--- src/hw/exp_taylor_pkg.sv ---
package exp_taylor_pkg;

    // ------------------------------------------------------------------------
    // fixed-point formats
    // ------------------------------------------------------------------------

    // x is unsigned Q2.14
    localparam int WIDTH_X = 16;
    localparam int FRAC_X = 14;

    // accumulator and result are Q7.25
    localparam int WIDTH_Y = 32;
    localparam int FRAC_Y = 25;

    // shift taking a Q2.14 coefficient up to Q7.25
    localparam int COEF_ALIGN = FRAC_Y - FRAC_X;

    // highest coefficient index, a5
    localparam int N_TERMS = 5;

    typedef logic [WIDTH_X-1:0] x_t;
    typedef logic [WIDTH_Y-1:0] y_t;

    // Q7.25 times Q2.14 lands in Q9.39
    typedef logic [WIDTH_Y+WIDTH_X-1:0] prod_t;

    // wide enough for 0 to N_TERMS
    typedef logic [2:0] coef_idx_t;

    // ------------------------------------------------------------------------
    // taylor coefficients of e^x, Q2.14, truncated
    // ------------------------------------------------------------------------
    localparam x_t COEF [0:N_TERMS] = '{
        16'h4000,   // a0 = 1
        16'h4000,   // a1 = 1
        16'h2000,   // a2 = 1/2
        16'h0aaa,   // a3 = 1/6
        16'h02aa,   // a4 = 1/24
        16'h0088    // a5 = 1/120
    };

    // ------------------------------------------------------------------------
    // sequencer states
    // ------------------------------------------------------------------------
    typedef enum logic [1:0] {
        IDLE = 2'd0,
        MUL  = 2'd1,
        ADD  = 2'd2,
        DONE = 2'd3
    } seq_state_t;

endpackage

--- src/hw/horner_ctrl_if.sv ---
`timescale 1ns/1ps

// control strobes from the sequencer into the datapath
// every signal is a one-cycle level, no handshake of its own
interface horner_ctrl_if import exp_taylor_pkg::*; ();

    // capture x, preset accumulator to a5 aligned
    logic load;

    // register rescaled acc * x
    logic mul_en;

    // acc <= product + aligned coef[term]
    logic add_en;

    // coefficient index for the add
    coef_idx_t term;

    // sequencer side drives everything
    modport seq (
        output load,
        output mul_en,
        output add_en,
        output term
    );

    // datapath side only listens
    modport dp (
        input load,
        input mul_en,
        input add_en,
        input term
    );

endinterface

--- src/hw/exp_taylor_top.sv ---
`timescale 1ns/1ps

// e^x by a fifth-order taylor polynomial
// x in Q2.14, result in Q7.25, one item at a time
module exp_taylor_top import exp_taylor_pkg::*; (
    input  logic clk,
    input  logic reset,

    // input stream
    input  logic i_valid,
    input  x_t   i_x,
    output logic o_ready,

    // output stream
    output logic o_valid,
    output y_t   o_y,
    input  logic i_ready
);

    // ------------------------------------------------------------------------
    // control bundle between sequencer and datapath
    // ------------------------------------------------------------------------
    horner_ctrl_if ctrl_if ();

    // ------------------------------------------------------------------------
    // sequencer
    // ------------------------------------------------------------------------

    // handshake lives here, nowhere else
    horner_sequencer seq_i (
        .clk     (clk),
        .reset   (reset),
        .i_valid (i_valid),
        .o_ready (o_ready),
        .i_ready (i_ready),
        .o_valid (o_valid),
        .ctrl    (ctrl_if.seq)
    );

    // ------------------------------------------------------------------------
    // datapath
    // ------------------------------------------------------------------------

    // operand in, accumulator out
    horner_datapath dp_i (
        .clk   (clk),
        .reset (reset),
        .i_x   (i_x),
        .o_y   (o_y),
        .ctrl  (ctrl_if.dp)
    );

endmodule

--- src/hw/horner_datapath.sv ---
`timescale 1ns/1ps

// shared multiplier and adder for the horner evaluation
// acc <- a5, then five times acc <- acc * x + a[k]
module horner_datapath import exp_taylor_pkg::*; (
    input  logic clk,
    input  logic reset,

    // operand, sampled on load
    input  x_t   i_x,

    // accumulator straight out
    output y_t   o_y,

    // strobes from the sequencer
    horner_ctrl_if.dp ctrl
);

    // ------------------------------------------------------------------------
    // storage
    // ------------------------------------------------------------------------

    // operand held for the whole evaluation
    x_t x_q;

    // running Q7.25 value
    y_t acc_q;

    // rescaled product between mul and add
    y_t prod_q;

    // ------------------------------------------------------------------------
    // combinational paths
    // ------------------------------------------------------------------------

    // Q7.25 * Q2.14, full 48 bits in Q9.39
    prod_t full_prod;

    // back to Q7.25
    y_t prod_rescaled;

    // coefficient picked by term, already in Q7.25
    y_t coef_aligned;

    // a5 in Q7.25, the starting value
    y_t coef_top;

    // product plus coefficient, wraps at 32 bits
    y_t sum;

    // zero-extend a Q2.14 coefficient and line up the binary point
    function automatic y_t align_coef(input x_t c);
        y_t wide;
        wide = y_t'(c);
        return wide << COEF_ALIGN;
    endfunction

    // unsigned, both operands widened first
    assign full_prod = prod_t'(acc_q) * prod_t'(x_q);

    // drop 14 lsbs and the top 2 integer bits
    assign prod_rescaled = full_prod[FRAC_X +: WIDTH_Y];

    assign coef_aligned = align_coef(COEF[ctrl.term]);
    assign coef_top     = align_coef(COEF[N_TERMS]);

    // overflow wraps, only the low 32 bits survive
    assign sum = prod_q + coef_aligned;

    // ------------------------------------------------------------------------
    // operand and accumulator
    // ------------------------------------------------------------------------
    always_ff @(posedge clk or posedge reset) begin
        if (reset) begin
            x_q   <= '0;
            acc_q <= '0;
        end else begin
            if (ctrl.load) begin
                x_q   <= i_x;
                acc_q <= coef_top;
            end else if (ctrl.add_en) begin
                acc_q <= sum;
            end
        end
    end

    // product stage
    always_ff @(posedge clk or posedge reset) begin
        if (reset) begin
            prod_q <= '0;
        end else if (ctrl.mul_en) begin
            prod_q <= prod_rescaled;
        end
    end

    // result is whatever the accumulator holds
    assign o_y = acc_q;

endmodule

--- src/hw/horner_sequencer.sv ---
`timescale 1ns/1ps

// horner schedule for a fifth-order polynomial
// one input in flight, five mul/add pairs, result held until taken
module horner_sequencer import exp_taylor_pkg::*; (
    input  logic clk,
    input  logic reset,

    // upstream side
    input  logic i_valid,
    output logic o_ready,

    // downstream side
    input  logic i_ready,
    output logic o_valid,

    // strobes to the datapath
    horner_ctrl_if.seq ctrl
);

    // ------------------------------------------------------------------------
    // state and term counter
    // ------------------------------------------------------------------------
    seq_state_t state_q;
    seq_state_t state_d;

    // coefficient index of the next add, counts down
    coef_idx_t term_q;
    coef_idx_t term_d;

    // handshake events
    logic accept;
    logic release_y;

    // final add of the chain, a0
    logic last_term;

    // ------------------------------------------------------------------------
    // handshake
    // ------------------------------------------------------------------------

    // idle is the only state that can take a new x
    assign o_ready = (state_q == IDLE);

    // result sits on o_y for the whole of DONE
    assign o_valid = (state_q == DONE);

    // the one place the input handshake is decided
    assign accept = o_ready && i_valid;

    // downstream has taken the result
    assign release_y = o_valid && i_ready;

    assign last_term = (term_q == '0);

    // ------------------------------------------------------------------------
    // next state
    // ------------------------------------------------------------------------
    always_comb begin
        state_d = state_q;
        term_d  = term_q;

        case (state_q)
            IDLE: begin
                if (accept) begin
                    state_d = MUL;
                    // a5 goes straight into the accumulator, so start at a4
                    term_d  = coef_idx_t'(N_TERMS - 1);
                end
            end

            MUL: begin
                state_d = ADD;
            end

            ADD: begin
                if (last_term) begin
                    state_d = DONE;
                end else begin
                    state_d = MUL;
                    term_d  = term_q - 1'b1;
                end
            end

            DONE: begin
                // stall here as long as downstream holds off
                if (release_y) begin
                    state_d = IDLE;
                end
            end

            default: begin
                state_d = IDLE;
            end
        endcase
    end

    // ------------------------------------------------------------------------
    // registers
    // ------------------------------------------------------------------------
    always_ff @(posedge clk or posedge reset) begin
        if (reset) begin
            state_q <= IDLE;
            term_q  <= '0;
        end else begin
            state_q <= state_d;
            term_q  <= term_d;
        end
    end

    // ------------------------------------------------------------------------
    // datapath strobes
    // ------------------------------------------------------------------------

    // load fires in the acceptance cycle itself
    assign ctrl.load = accept;

    // mul and add alternate, one cycle each
    assign ctrl.mul_en = (state_q == MUL);
    assign ctrl.add_en = (state_q == ADD);

    // only looked at while add_en is high
    assign ctrl.term = term_q;

endmodule

--- config.mk ---
export PLATFORM = sky130hd
export DESIGN_NAME = exp_taylor_top
export DESIGN_NICKNAME = d
export VERILOG_FILES = /design/src/hw/exp_taylor_pkg.sv /design/src/hw/horner_ctrl_if.sv /design/src/hw/exp_taylor_top.sv /design/src/hw/horner_datapath.sv /design/src/hw/horner_sequencer.sv
export SDC_FILE = /design/constraint.sdc
export NUM_CORES = 1
export LEC_CHECK = 0
export BUFFER_PORTS_ARGS = -buffer_cell sky130_fd_sc_hd__buf_2
export CORE_AREA = 8 8 244 246
export CTS_CLUSTER_DIAMETER = 100
export DETAILED_ROUTE_END_ITERATION = 16
export DIE_AREA = 0 0 252 254
export GPL_ROUTABILITY_DRIVEN = 0
export PLACE_DENSITY = 0.52
export SETUP_SLACK_MARGIN = 0.4
export SLEW_MARGIN = 30
export SYNTH_ARGS = -nofsm -noshare
export SYNTH_HDL_FRONTEND = slang
export SYNTH_SLANG_ARGS = --single-unit
--- constraint.sdc ---
create_clock -name clk -period 9.16 [get_ports clk]
set_input_delay 1.832 -clock clk [delete_from_list [all_inputs] [get_ports clk]]
set_output_delay 1.832 -clock clk [all_outputs]
set_load 0.05 [all_outputs]
==> results of run 1 <==
==> cells in the final DEF, fill, tap and decap left out, drive strengths merged, types with 8 or more instances in the layout <==
| cell | n |
|---|---|
| nand4 | 13 |
| dfrtp | 85 |
| a22o | 15 |
| a21oi | 37 |
| a21o | 15 |
| nor2 | 28 |
| a31oi | 11 |
| nand3 | 10 |
| mux2 | 16 |
| buf | 79 |
| ha | 119 |
| xor2 | 18 |
| and2 | 195 |
| inv | 457 |
| o21bai | 8 |
| nand2 | 401 |
| xnor2 | 29 |
| fa | 416 |
| nor3 | 11 |
| clkbuf | 10 |
| o21ai | 68 |
==> flip-flops by register name (all words and copies together) (netlist names) <==
name / count
dp_i.o_y: 32
dp_i.prod_q: 32
dp_i.x_q: 16
seq_i.ctrl.term: 3
seq_i.state_q: 2
==> cell families (layout without fill, tap and decap cells) <==
logic type,after synthesis,count (layout),synth area share
other,0,1,0
buffers and inverters,565,549,0.111
xor gates and xnor gates,47,47,0.0214
and+or+nand+nor,686,686,0.167
AOI/OAI and AO/OA,199,199,0.0714
adders and majority gates,535,535,0.509
DFF,85,85,0.110
muxes,17,17,0.00987
==> path summary, 6_finish.rpt <==
kind | slack (ns) | to | from | depth (start not counted)
setup / recovery | 2.29 | dp_i.prod_q[29]$_DFFE_PP0N_ | dp_i.x_q[9]$_DFFE_PP0P_ | 20
hold / removal | 0.49 | dp_i.prod_q[3]$_DFFE_PP0N_ | dp_i.prod_q[3]$_DFFE_PP0N_ | 2
setup reg to reg | 2.29 | dp_i.prod_q[29]$_DFFE_PP0N_ | dp_i.x_q[9]$_DFFE_PP0P_ | 20
hold reg to reg | 0.49 | dp_i.prod_q[3]$_DFFE_PP0N_ | dp_i.prod_q[3]$_DFFE_PP0N_ | 2
max in group asynchronous | 6.83 | dp_i.o_y[12]$_DFFE_PP0P_ | reset | 3
min in group asynchronous | 1.33 | dp_i.x_q[11]$_DFFE_PP0P_ | reset | 2
==> per-stage QoR <==
step                 util  cell area [um^2]
floorplan               -             19300
global placement    0.363             20300
detailed placement  0.364             20300
CTS                 0.369             20600
global route        0.369             20600
finish              0.369             20600
==> area by class of cell <==
class / count / share of cell area
well taps: 756 / 0.0460
clock inverters: 6 / 0.00371
multi-input cells: 1484 / 0.730
diodes: 1 / 0.000122
inverters: 454 / 0.0829
flip-flops and latches: 85 / 0.103
repair buffers: 79 / 0.0226
clock buffers: 10 / 0.0116
==> tightest hold or removal path: cells and delay by family, from the launching register on <==
family | cells | cell delay, ns
DFF | 1 | 0.35
AOI/OAI and AO/OA | 1 | 0.06
and+or+nand+nor | 1 | 0.05
==> routing by layer <==
metal  part of all wire  routed length [um]  track usage
met5                  0                   0            0
met4              0.027                1420       0.0489
met1               0.44               23300        0.226
met2               0.49               26200        0.302
met3              0.043                2270       0.0219
==> reports/qor.yml, run 1 <==
netlist_area_mm2: 0.0193
post_cts.repair.setup_buffers: 0
floorplan.core_area_mm2: 0.0557
timing.critical_path.arrival_ns: 7.07
type_of_element_launching_the_critical_path: "register"
place_hpwl_mm: 40.0
clock-skew-final_ns: 0.0135
holdWs_ns: 0.491
detailroute.via_count: 14152
post-synth-top-count-cell: "inv_1"
routed_via_density: 4.92
slowest_delay_ns: 0.77
floorplan.io_pins: 54
postRouteWirelength_mm: 53.3
synthFlopType: "dfrtp_1"
grt_first_pass_wirelength_mm: 87.6
floorplan.initialDensity: 0.346
clk_root_buffer_cell: "clkbuf_16"
number_of_different_library_cells_in_the_post_synthesis_netlist: 62
multi_input_combinational_cell_area_mm2: 0.0150
syn_nets: 2689
cts_repair_resize_count: 0
cts-buffers-inserted: 9
portbufs: 53
slew_viol_final: 0
min_period_ns: 6.87
seq_area_mm2: 0.00213
grt_start_max_net_pins: 83
die_area_mm2: 0.0640
hold_fix_buffers_cts: 0
level_count_of_the_clock_h_tree: 3
layout.nets: 2668
cts_tree: "done"
yosysWarningCount: 0
drt-pass1-iter-count: 5
numPlacedInstances: 2858
rows: 87
cpMaxStageDelayCell: "dfrtp_1"
clock_tree.buffer_depth: 2
route.antenna.remaining_nets: 0
final_hold_violation_count: 0
synth_edf_count: 0
setup_ws_ns: 2.29
first_global_vias: 15700
status: "finished, final reports clean"
floorplan.die.height_um: 254
synthesized_instance_count: 2134
dieWidth_um: 252
global_route.usage.total: 0.174
critical-path-top-cell-by-count: "fa_1"
gr-total-overflow: 0
syn-mean-instance-area_um2: 9.03
worst_slew_margin_rel: 0.318
worst_hold_path_type: "reg -> reg"
synth_largest_type_area_fraction: 0.432
worstSkewPairLatency_ns: 0.36
wp_buf_inv: 4
route.detailed.drc: 0
fill_cells: 5786
timing_worst_slew_pin_value_ns: 1.02
cts.reportedPaths.clkPinSlew_ns: 0.07
final_layout_size_suffix_gt1_frac: 0.0642
post-route-period-util: 0.750
route.detailed.wl_per_inst_um: 18.5
ys_seq_elements: 85
endpoint_kind: "register"
finish.cell_count_without_fillers: 2875
path_delay_family: "adder cells"
setup_viol: 0
timing_worst_setup_path_type: "reg -> reg"
max_clk_rate_mhz: 146
register_area_share_after_synthesis: 0.110
place_worst_setup_slack_ns: 2.23
async_flop_share: 1.00
grt_antenna_before_repair: 1
initialDrtViolationCount: 819
clock-sinks: 85
netlist.top_cell.by_area: "fa_1"
worstPathRequired_ns: 9.36
post_synth_main_area_contributors: "fa_1, dfrtp_1, inv_1"
grt_setup_unrepaired: "no"
areaGrowthSynthToFinish_pct: 6.78
setup_tns_ns: 0
max_cap_viol_count: 0
synth.top_cells.by_count: "inv_1, fa_1, nand2_1"
path_cells: "buf_4, nand2_1, fa_1, inv_1, fa_1, fa_1, fa_1, fa_1, inv_1, fa_1, inv_1, ha_1, a211oi_2, o21ai_1, and3_1, o21ai_0, nand3_1, o22a_1, xnor2_1, o21ai_0"
crit_path_max_fanout: 21
Power of run 1 is left out: the tool's default activity adds up to more than one toggle a clock period on the data nets, which glitch-free logic cannot reach.
==> run 2, diff against run 1 <==
--- a/config.mk
+++ b/config.mk
@@ -5,13 +5,14 @@
 export SDC_FILE = /design/constraint.sdc
 export NUM_CORES = 1
 export LEC_CHECK = 0
+export ABC_AREA = 1
 export BUFFER_PORTS_ARGS = -buffer_cell sky130_fd_sc_hd__buf_2
-export CORE_AREA = 8 8 244 246
+export CORE_AREA = 8 8 253 255
 export CTS_CLUSTER_DIAMETER = 100
 export DETAILED_ROUTE_END_ITERATION = 16
-export DIE_AREA = 0 0 252 254
+export DIE_AREA = 0 0 261 263
 export GPL_ROUTABILITY_DRIVEN = 0
-export PLACE_DENSITY = 0.52
+export PLACE_DENSITY = 0.51
 export SETUP_SLACK_MARGIN = 0.4
 export SLEW_MARGIN = 30
 export SYNTH_ARGS = -nofsm -noshare
==> constraint.sdc (replaced) <==
create_clock -name clk -period 6.7 [get_ports clk]
set_input_delay 1.34 -clock clk [delete_from_list [all_inputs] [get_ports clk]]
set_output_delay 1.34 -clock clk [all_outputs]
set_load 0.05 [all_outputs]
==> run 2 against run 1 <==
Register-to-register slack got worse by 1.7 ns; synthesized cell count increased by 31%; non-clock buffer count increased by 63; fmax increased by 13%; die area increased by 7.2%; sequential cell count unchanged; area after synthesis increased by 7.5%; critical path depth increased by 5; via count increased by 20%; setup slack got worse by 1.7 ns; first-iteration DRC count increased by 24%; highest routed layer unchanged.
==> reports/qor.yml, run 2 <==
status: "finished, final reports clean"
grt_setup_unrepaired: "yes"
route.detailed.drc: 0
synth.top_cells.by_count: "nand2_1, inv_1, fa_1"
grt_first_pass_wirelength_mm: 101
cts-buffers-inserted: 9
endpoint_kind: "register"
setup_tns_ns: 0
areaGrowthSynthToFinish_pct: 9.08
initialDrtViolationCount: 1016
yosys.area_share.xor_xnor: 0.00592
slowest_delay_ns: 0.60
crit_path_max_fanout: 21
hold_fix_buffers_cts: 0
place_hpwl_mm: 52.2
cpMaxStageDelayCell: "dfrtp_4"
layout.cells.most_common: "nand2_1"
clk_root_buffer_cell: "clkbuf_16"
register_area_share_after_synthesis: 0.103
post-route-period-util: 0.905
worstPathRequired_ns: 7.02
combinational_family_with_the_most_area_after_synthesis: "adder cells"
grt_antenna_before_repair: 1
type_of_element_launching_the_critical_path: "register"
syn-mean-instance-area_um2: 7.43
drt-pass1-iter-count: 5
final_hold_violation_count: 0
worstSkewPairLatency_ns: 0.39
min_period_ns: 6.06
clock_tree.buffer_depth: 2
timing_worst_setup_path_type: "reg -> reg"
route.antenna.remaining_nets: 0
clock-sinks: 85
timing.critical_path.arrival_ns: 6.38
post-synth-top-count-cell: "nand2_1"
diodes: 0
critical-path-top-cell-by-count: "nand2_1"
post_synth_and_or_nand_nor_area_fraction: 0.202
cts.reportedPaths.clkPinSlew_ns: 0.07
rows: 90
synthMuxAreaShare: 0
global_route.usage.total: 0.187
post_synth_main_area_contributors: "fa_1, nand2_1, inv_1"
mostFrequentLayoutCells: "nand2_1, inv_1, fa_1, ha_1, nor2_1"
syn_nets: 3342
synthesized_instance_count: 2787
clock-skew-final_ns: 0.0188
synthFlopType: "dfrtp_1"
floorplan.core_area_mm2: 0.0599
netlist_area_mm2: 0.0207
yosysWarningCount: 0
timing_worst_slew_pin_value_ns: 0.862
synth_compound_area_frac: 0.0525
async_flop_share: 1.00
die_area_mm2: 0.0686
synth_fa_ha_area_frac: 0.474
max_cap_viol_count: 0
synth_edf_count: 0
gr-total-overflow: 0
floorplan.io_pins: 54
setup_viol: 0
grt_start_max_net_pins: 55
netlist.top_cell.by_area: "fa_1"
level_count_of_the_clock_h_tree: 3
cts_tree: "done"
final_layout_size_suffix_gt1_frac: 0.0717
worst_hold_path_type: "reg -> reg"
first_global_vias: 18404
ys_seq_elements: 85
slew_viol_final: 0
dieWidth_um: 261
synth_largest_type_area_fraction: 0.402
detailroute.via_count: 17024
worst_slew_margin_rel: 0.425
number_of_different_library_cells_in_the_post_synthesis_netlist: 40
layout.nets: 3354
routed_via_density: 4.75
floorplan.initialDensity: 0.346
postRouteWirelength_mm: 61.9
floorplan.die.height_um: 263
max_clk_rate_mhz: 165
route.detailed.wl_per_inst_um: 17.3
utilization: 0.377
portbufs: 53
==> run 2: cell types whose count changed after synthesis, moves of 28 or more <==
cell,change
and2_1,-194
nand2_1,+444
a21oi_1,+35
nand3_1,+59
clkbuf_1,+28
nor2_1,+84
inv_1,+301
==> run 2: path summary, 6_finish.rpt <==
| kind | startpoint | end | slack (ns) | cells past startpoint |
|---|---|---|---|---|
| min | dp_i.prod_q[10]$_DFFE_PP0N_ | dp_i.prod_q[10]$_DFFE_PP0N_ | 0.49 | 2 |
| max reg2reg | dp_i.x_q[4]$_DFFE_PP0P_ | dp_i.prod_q[10]$_DFFE_PP0N_ | 0.64 | 25 |
| max in group asynchronous | reset | dp_i.x_q[3]$_DFFE_PP0P_ | 4.44 | 3 |
| min reg2reg | dp_i.prod_q[10]$_DFFE_PP0N_ | dp_i.prod_q[10]$_DFFE_PP0N_ | 0.49 | 2 |
| min in group asynchronous | reset | seq_i.state_q[0]$_DFFE_PP0P_ | 0.95 | 2 |
| max | dp_i.x_q[4]$_DFFE_PP0P_ | dp_i.prod_q[10]$_DFFE_PP0N_ | 0.64 | 25 |
==> run 2: kinds of logic after synthesis <==
group / after synthesis
and+or+nand+nor: 1066
buffers and inverters: 898
adders and majority gates: 535
AOI/OAI and AO/OA: 189
DFF: 85
xor gates and xnor gates: 14
==> run 2: layer usage <==
layer	vias to the layer above	routed length, um	GRT usage	part of all wire
met4	0	1450	0.0484	0.023
met5	-	0	0	0
met2	460	29100	0.308	0.47
met1	8492	28200	0.254	0.46
met3	97	3180	0.0276	0.051
li1	7975	-	-	-
==> run 2: final cells by class <==
type	instances	area (um^2)
inverters	757	2840
flip-flops and latches	85	2170
clock buffers	9	225
fillers	6301	37300
repair buffers	142	1020
multi-input cells	1804	15200
clock inverters	7	129
well taps	782	978
==> run 2: metrics by stage <==
step / hold WS, ns / cell area, um^2 / setup slack (ns) / cells
final: 0.488 / 22600 / 0.637 / 3586
after global routing: 0.503 / 22600 / 0.333 / 3586
after CTS: 0.492 / 22400 / 0.419 / 3575
after detailed placement: 0.470 / 22100 / 0.273 / 3559
after global placement: 0.464 / 22100 / 0.286 / 3559
after floorplan: 0.449 / 20700 / 0.834 / 2787
==> run 2: worst max-delay path, delay by kind of cell (launching register included) <==
kind	cells	cell delay, ns
fa+ha+maj	7	3.34
simple gates	9	0.97
flops	1	0.60
buf+inv	7	0.55
compound gates	2	0.52
==> run 2: what timing repair did <==
action | CTS | global route
endpoints found under the hold margin | 0 | 0
endpoints found under the setup margin | 10 | 24
buffers inserted | 0 | 11
resized for setup | 6 | 35
Power of run 2 is left out for the same reason.
==> run 3, diff against run 2 <==
--- a/config.mk
+++ b/config.mk
@@ -13,6 +13,7 @@
 export DIE_AREA = 0 0 261 263
 export GPL_ROUTABILITY_DRIVEN = 0
 export PLACE_DENSITY = 0.51
+export REMOVE_ABC_BUFFERS = 1
 export SETUP_SLACK_MARGIN = 0.4
 export SLEW_MARGIN = 30
 export SYNTH_ARGS = -nofsm -noshare
==> constraint.sdc (replaced) <==
create_clock -name clk -period 6.7 [get_ports clk]
set_input_delay 0.67 -clock clk [delete_from_list [all_inputs] [get_ports clk]]
set_output_delay 0.67 -clock clk [all_outputs]
set_load 0.05 [all_outputs]
==> run 3 against run 2 <==
Worst hold slack got worse by 0.090 ns; final area decreased by 0.86%; register-to-register slack got worse by 0.04 ns; cell count decreased by 0.61%; global-route usage increased by 0.62 points; die area unchanged; first-iteration DRC count decreased by 3.5%; wire length increased by 4.0%; utilization decreased by 0.33 points; critical path depth decreased by 4; largest cell class unchanged.
==> reports/qor.yml, run 3 (synthesis results as in run 2) <==
diodes: 0
detailroute.via_count: 17082
final_layout_size_suffix_gt1_frac: 0.0633
cts.reportedPaths.clkPinSlew_ns: 0.07
timing_worst_setup_path_type: "reg -> reg"
slowest_delay_ns: 0.66
worstPathRequired_ns: 6.93
grt_setup_unrepaired: "no"
clock_tree.buffer_depth: 2
clk_root_buffer_cell: "clkbuf_16"
worst_slew_margin_rel: 0.452
initialDrtViolationCount: 980
rows: 90
grt_antenna_before_repair: 1
crit_path_max_fanout: 15
worst_hold_path_type: "in -> async"
max_cap_viol_count: 0
place_hpwl_mm: 52.5
grtUsageMet3: 0.0187
grt.busiest_layer: "met2"
timing.critical_path.arrival_ns: 6.34
grt_first_pass_wirelength_mm: 104
grt_start_max_net_pins: 45
portbufs: 53
slew_viol_final: 0
path_cells: "buf_4, nand2_1, fa_1, inv_1, fa_1, fa_1, fa_1, fa_1, inv_1, fa_1, inv_1, ha_1, nand2_1, nor2_1, inv_1, nor3_1, o21ai_0, nand3_1, nand2_1, nand3_1, nand2_1"
routed_via_density: 4.79
gr-total-overflow: 0
postRouteWirelength_mm: 64.3
clock-sinks: 85
status: "finished, final reports clean"
global_route.usage.total: 0.193
cts_tree: "done"
timing_worst_slew_pin_value_ns: 0.817
floorplan.die.height_um: 263
level_count_of_the_clock_h_tree: 3
route.detailed.drc: 0
wp_buf_inv: 5
use_met2: 0.331
floorplan.initialDensity: 0.346
hold_fix_buffers_cts: 0
floorplan.io_pins: 54
fill_cells: 6337
endpoint_kind: "register"
max_clk_rate_mhz: 164
drt-pass1-iter-count: 5
areaGrowthSynthToFinish_pct: 8.13
post-route-period-util: 0.911
route.antenna.remaining_nets: 0
setup_viol: 0
min_period_ns: 6.10
route.detailed.wl_per_inst_um: 18.1
mostFrequentLayoutCells: "nand2_1, inv_1, fa_1, ha_1, nor2_1"
final_hold_violation_count: 0
path_delay_family: "adder cells"
clock-skew-final_ns: 0.0134
layout.cells.most_common: "nand2_1"
type_of_element_launching_the_critical_path: "register"
die_area_mm2: 0.0686
critical-path-top-cell-by-count: "fa_1"
first_global_vias: 18568
cts-buffers-inserted: 9
dieWidth_um: 261
setup_tns_ns: 0
cpMaxStageDelayCell: "dfrtp_2"
floorplan.core_area_mm2: 0.0599
worstSkewPairLatency_ns: 0.36
grt_use_met1: 0.263
layout.nets: 3333
[run 3: cell types whose count changed in the layout (fill, tap and decap cells not counted), moves of 2 or more]
cell      change
inv_8         -2
dfrtp_2       -6
dfrtp_4       +3
dfrtp_1       +3
a21boi_1      +2
a21boi_0      -2
buf_4        -19
clkbuf_1      +2
[run 3: area by class of cell]
class | count | area [um^2] | share of cell area
clock buffers | 11 | 233 | 0.0104
well taps | 782 | 978 | 0.0437
multi-input cells | 1804 | 15200 | 0.680
repair buffers | 121 | 866 | 0.0386
flip-flops and latches | 85 | 2170 | 0.0968
clock inverters | 4 | 73.8 | 0.00329
inverters | 757 | 2840 | 0.127
[run 3: per-layer routing]
layer / up-vias / share of wire
met5: - / 0.00017
met1: 8597 / 0.45
met4: 2 / 0.019
met3: 94 / 0.046
met2: 457 / 0.49
li1: 7932 / -
[run 3: through the flow]
stage	area (um^2)	setup slack, ns	cells	utilization	hold slack [ns]
2_1_floorplan	20200	1.07	2646	-	0.449
3_3_place_gp	22000	0.214	3547	0.367	0.461
3_5_place_dp	22000	0.241	3547	0.367	0.463
4_1_cts	22300	0.426	3562	0.373	0.427
5_1_grt	22400	0.423	3564	0.374	0.449
6_report	22400	0.596	3564	0.374	0.398
[run 3: final timing paths]
path	endpoint	slack (ns)	start	depth (start not counted)
setup reg to reg	dp_i.prod_q[25]$_DFFE_PP0N_	0.60	dp_i.o_y[22]$_DFFE_PP0P_	21
setup / recovery	dp_i.prod_q[25]$_DFFE_PP0N_	0.60	dp_i.o_y[22]$_DFFE_PP0P_	21
min in group clk	dp_i.o_y[0]$_DFFE_PP0P_	0.48	dp_i.prod_q[0]$_DFFE_PP0N_	2
hold / removal	dp_i.x_q[13]$_DFFE_PP0P_	0.40	reset	2
max in group asynchronous	dp_i.x_q[1]$_DFFE_PP0P_	5.18	reset	3
hold reg to reg	dp_i.o_y[0]$_DFFE_PP0P_	0.48	dp_i.prod_q[0]$_DFFE_PP0N_	2
[run 3: worst reg2reg max path: cells and delay by family, from the launching register on]
kind                       cells  cell delay, ns
AOI/OAI and AO/OA              1            0.20
adders and majority gates      7            3.42
buffers and inverters          5            0.48
DFF                            1            0.66
and+or+nand+nor                8            1.23
[run 3: repair_timing]
action	CTS	global route
endpoints found under the hold margin	0	0
buffers inserted	0	2
setup endpoints to repair	12	26
gates resized for setup	7	37
Power of run 3 is left out for the same reason.
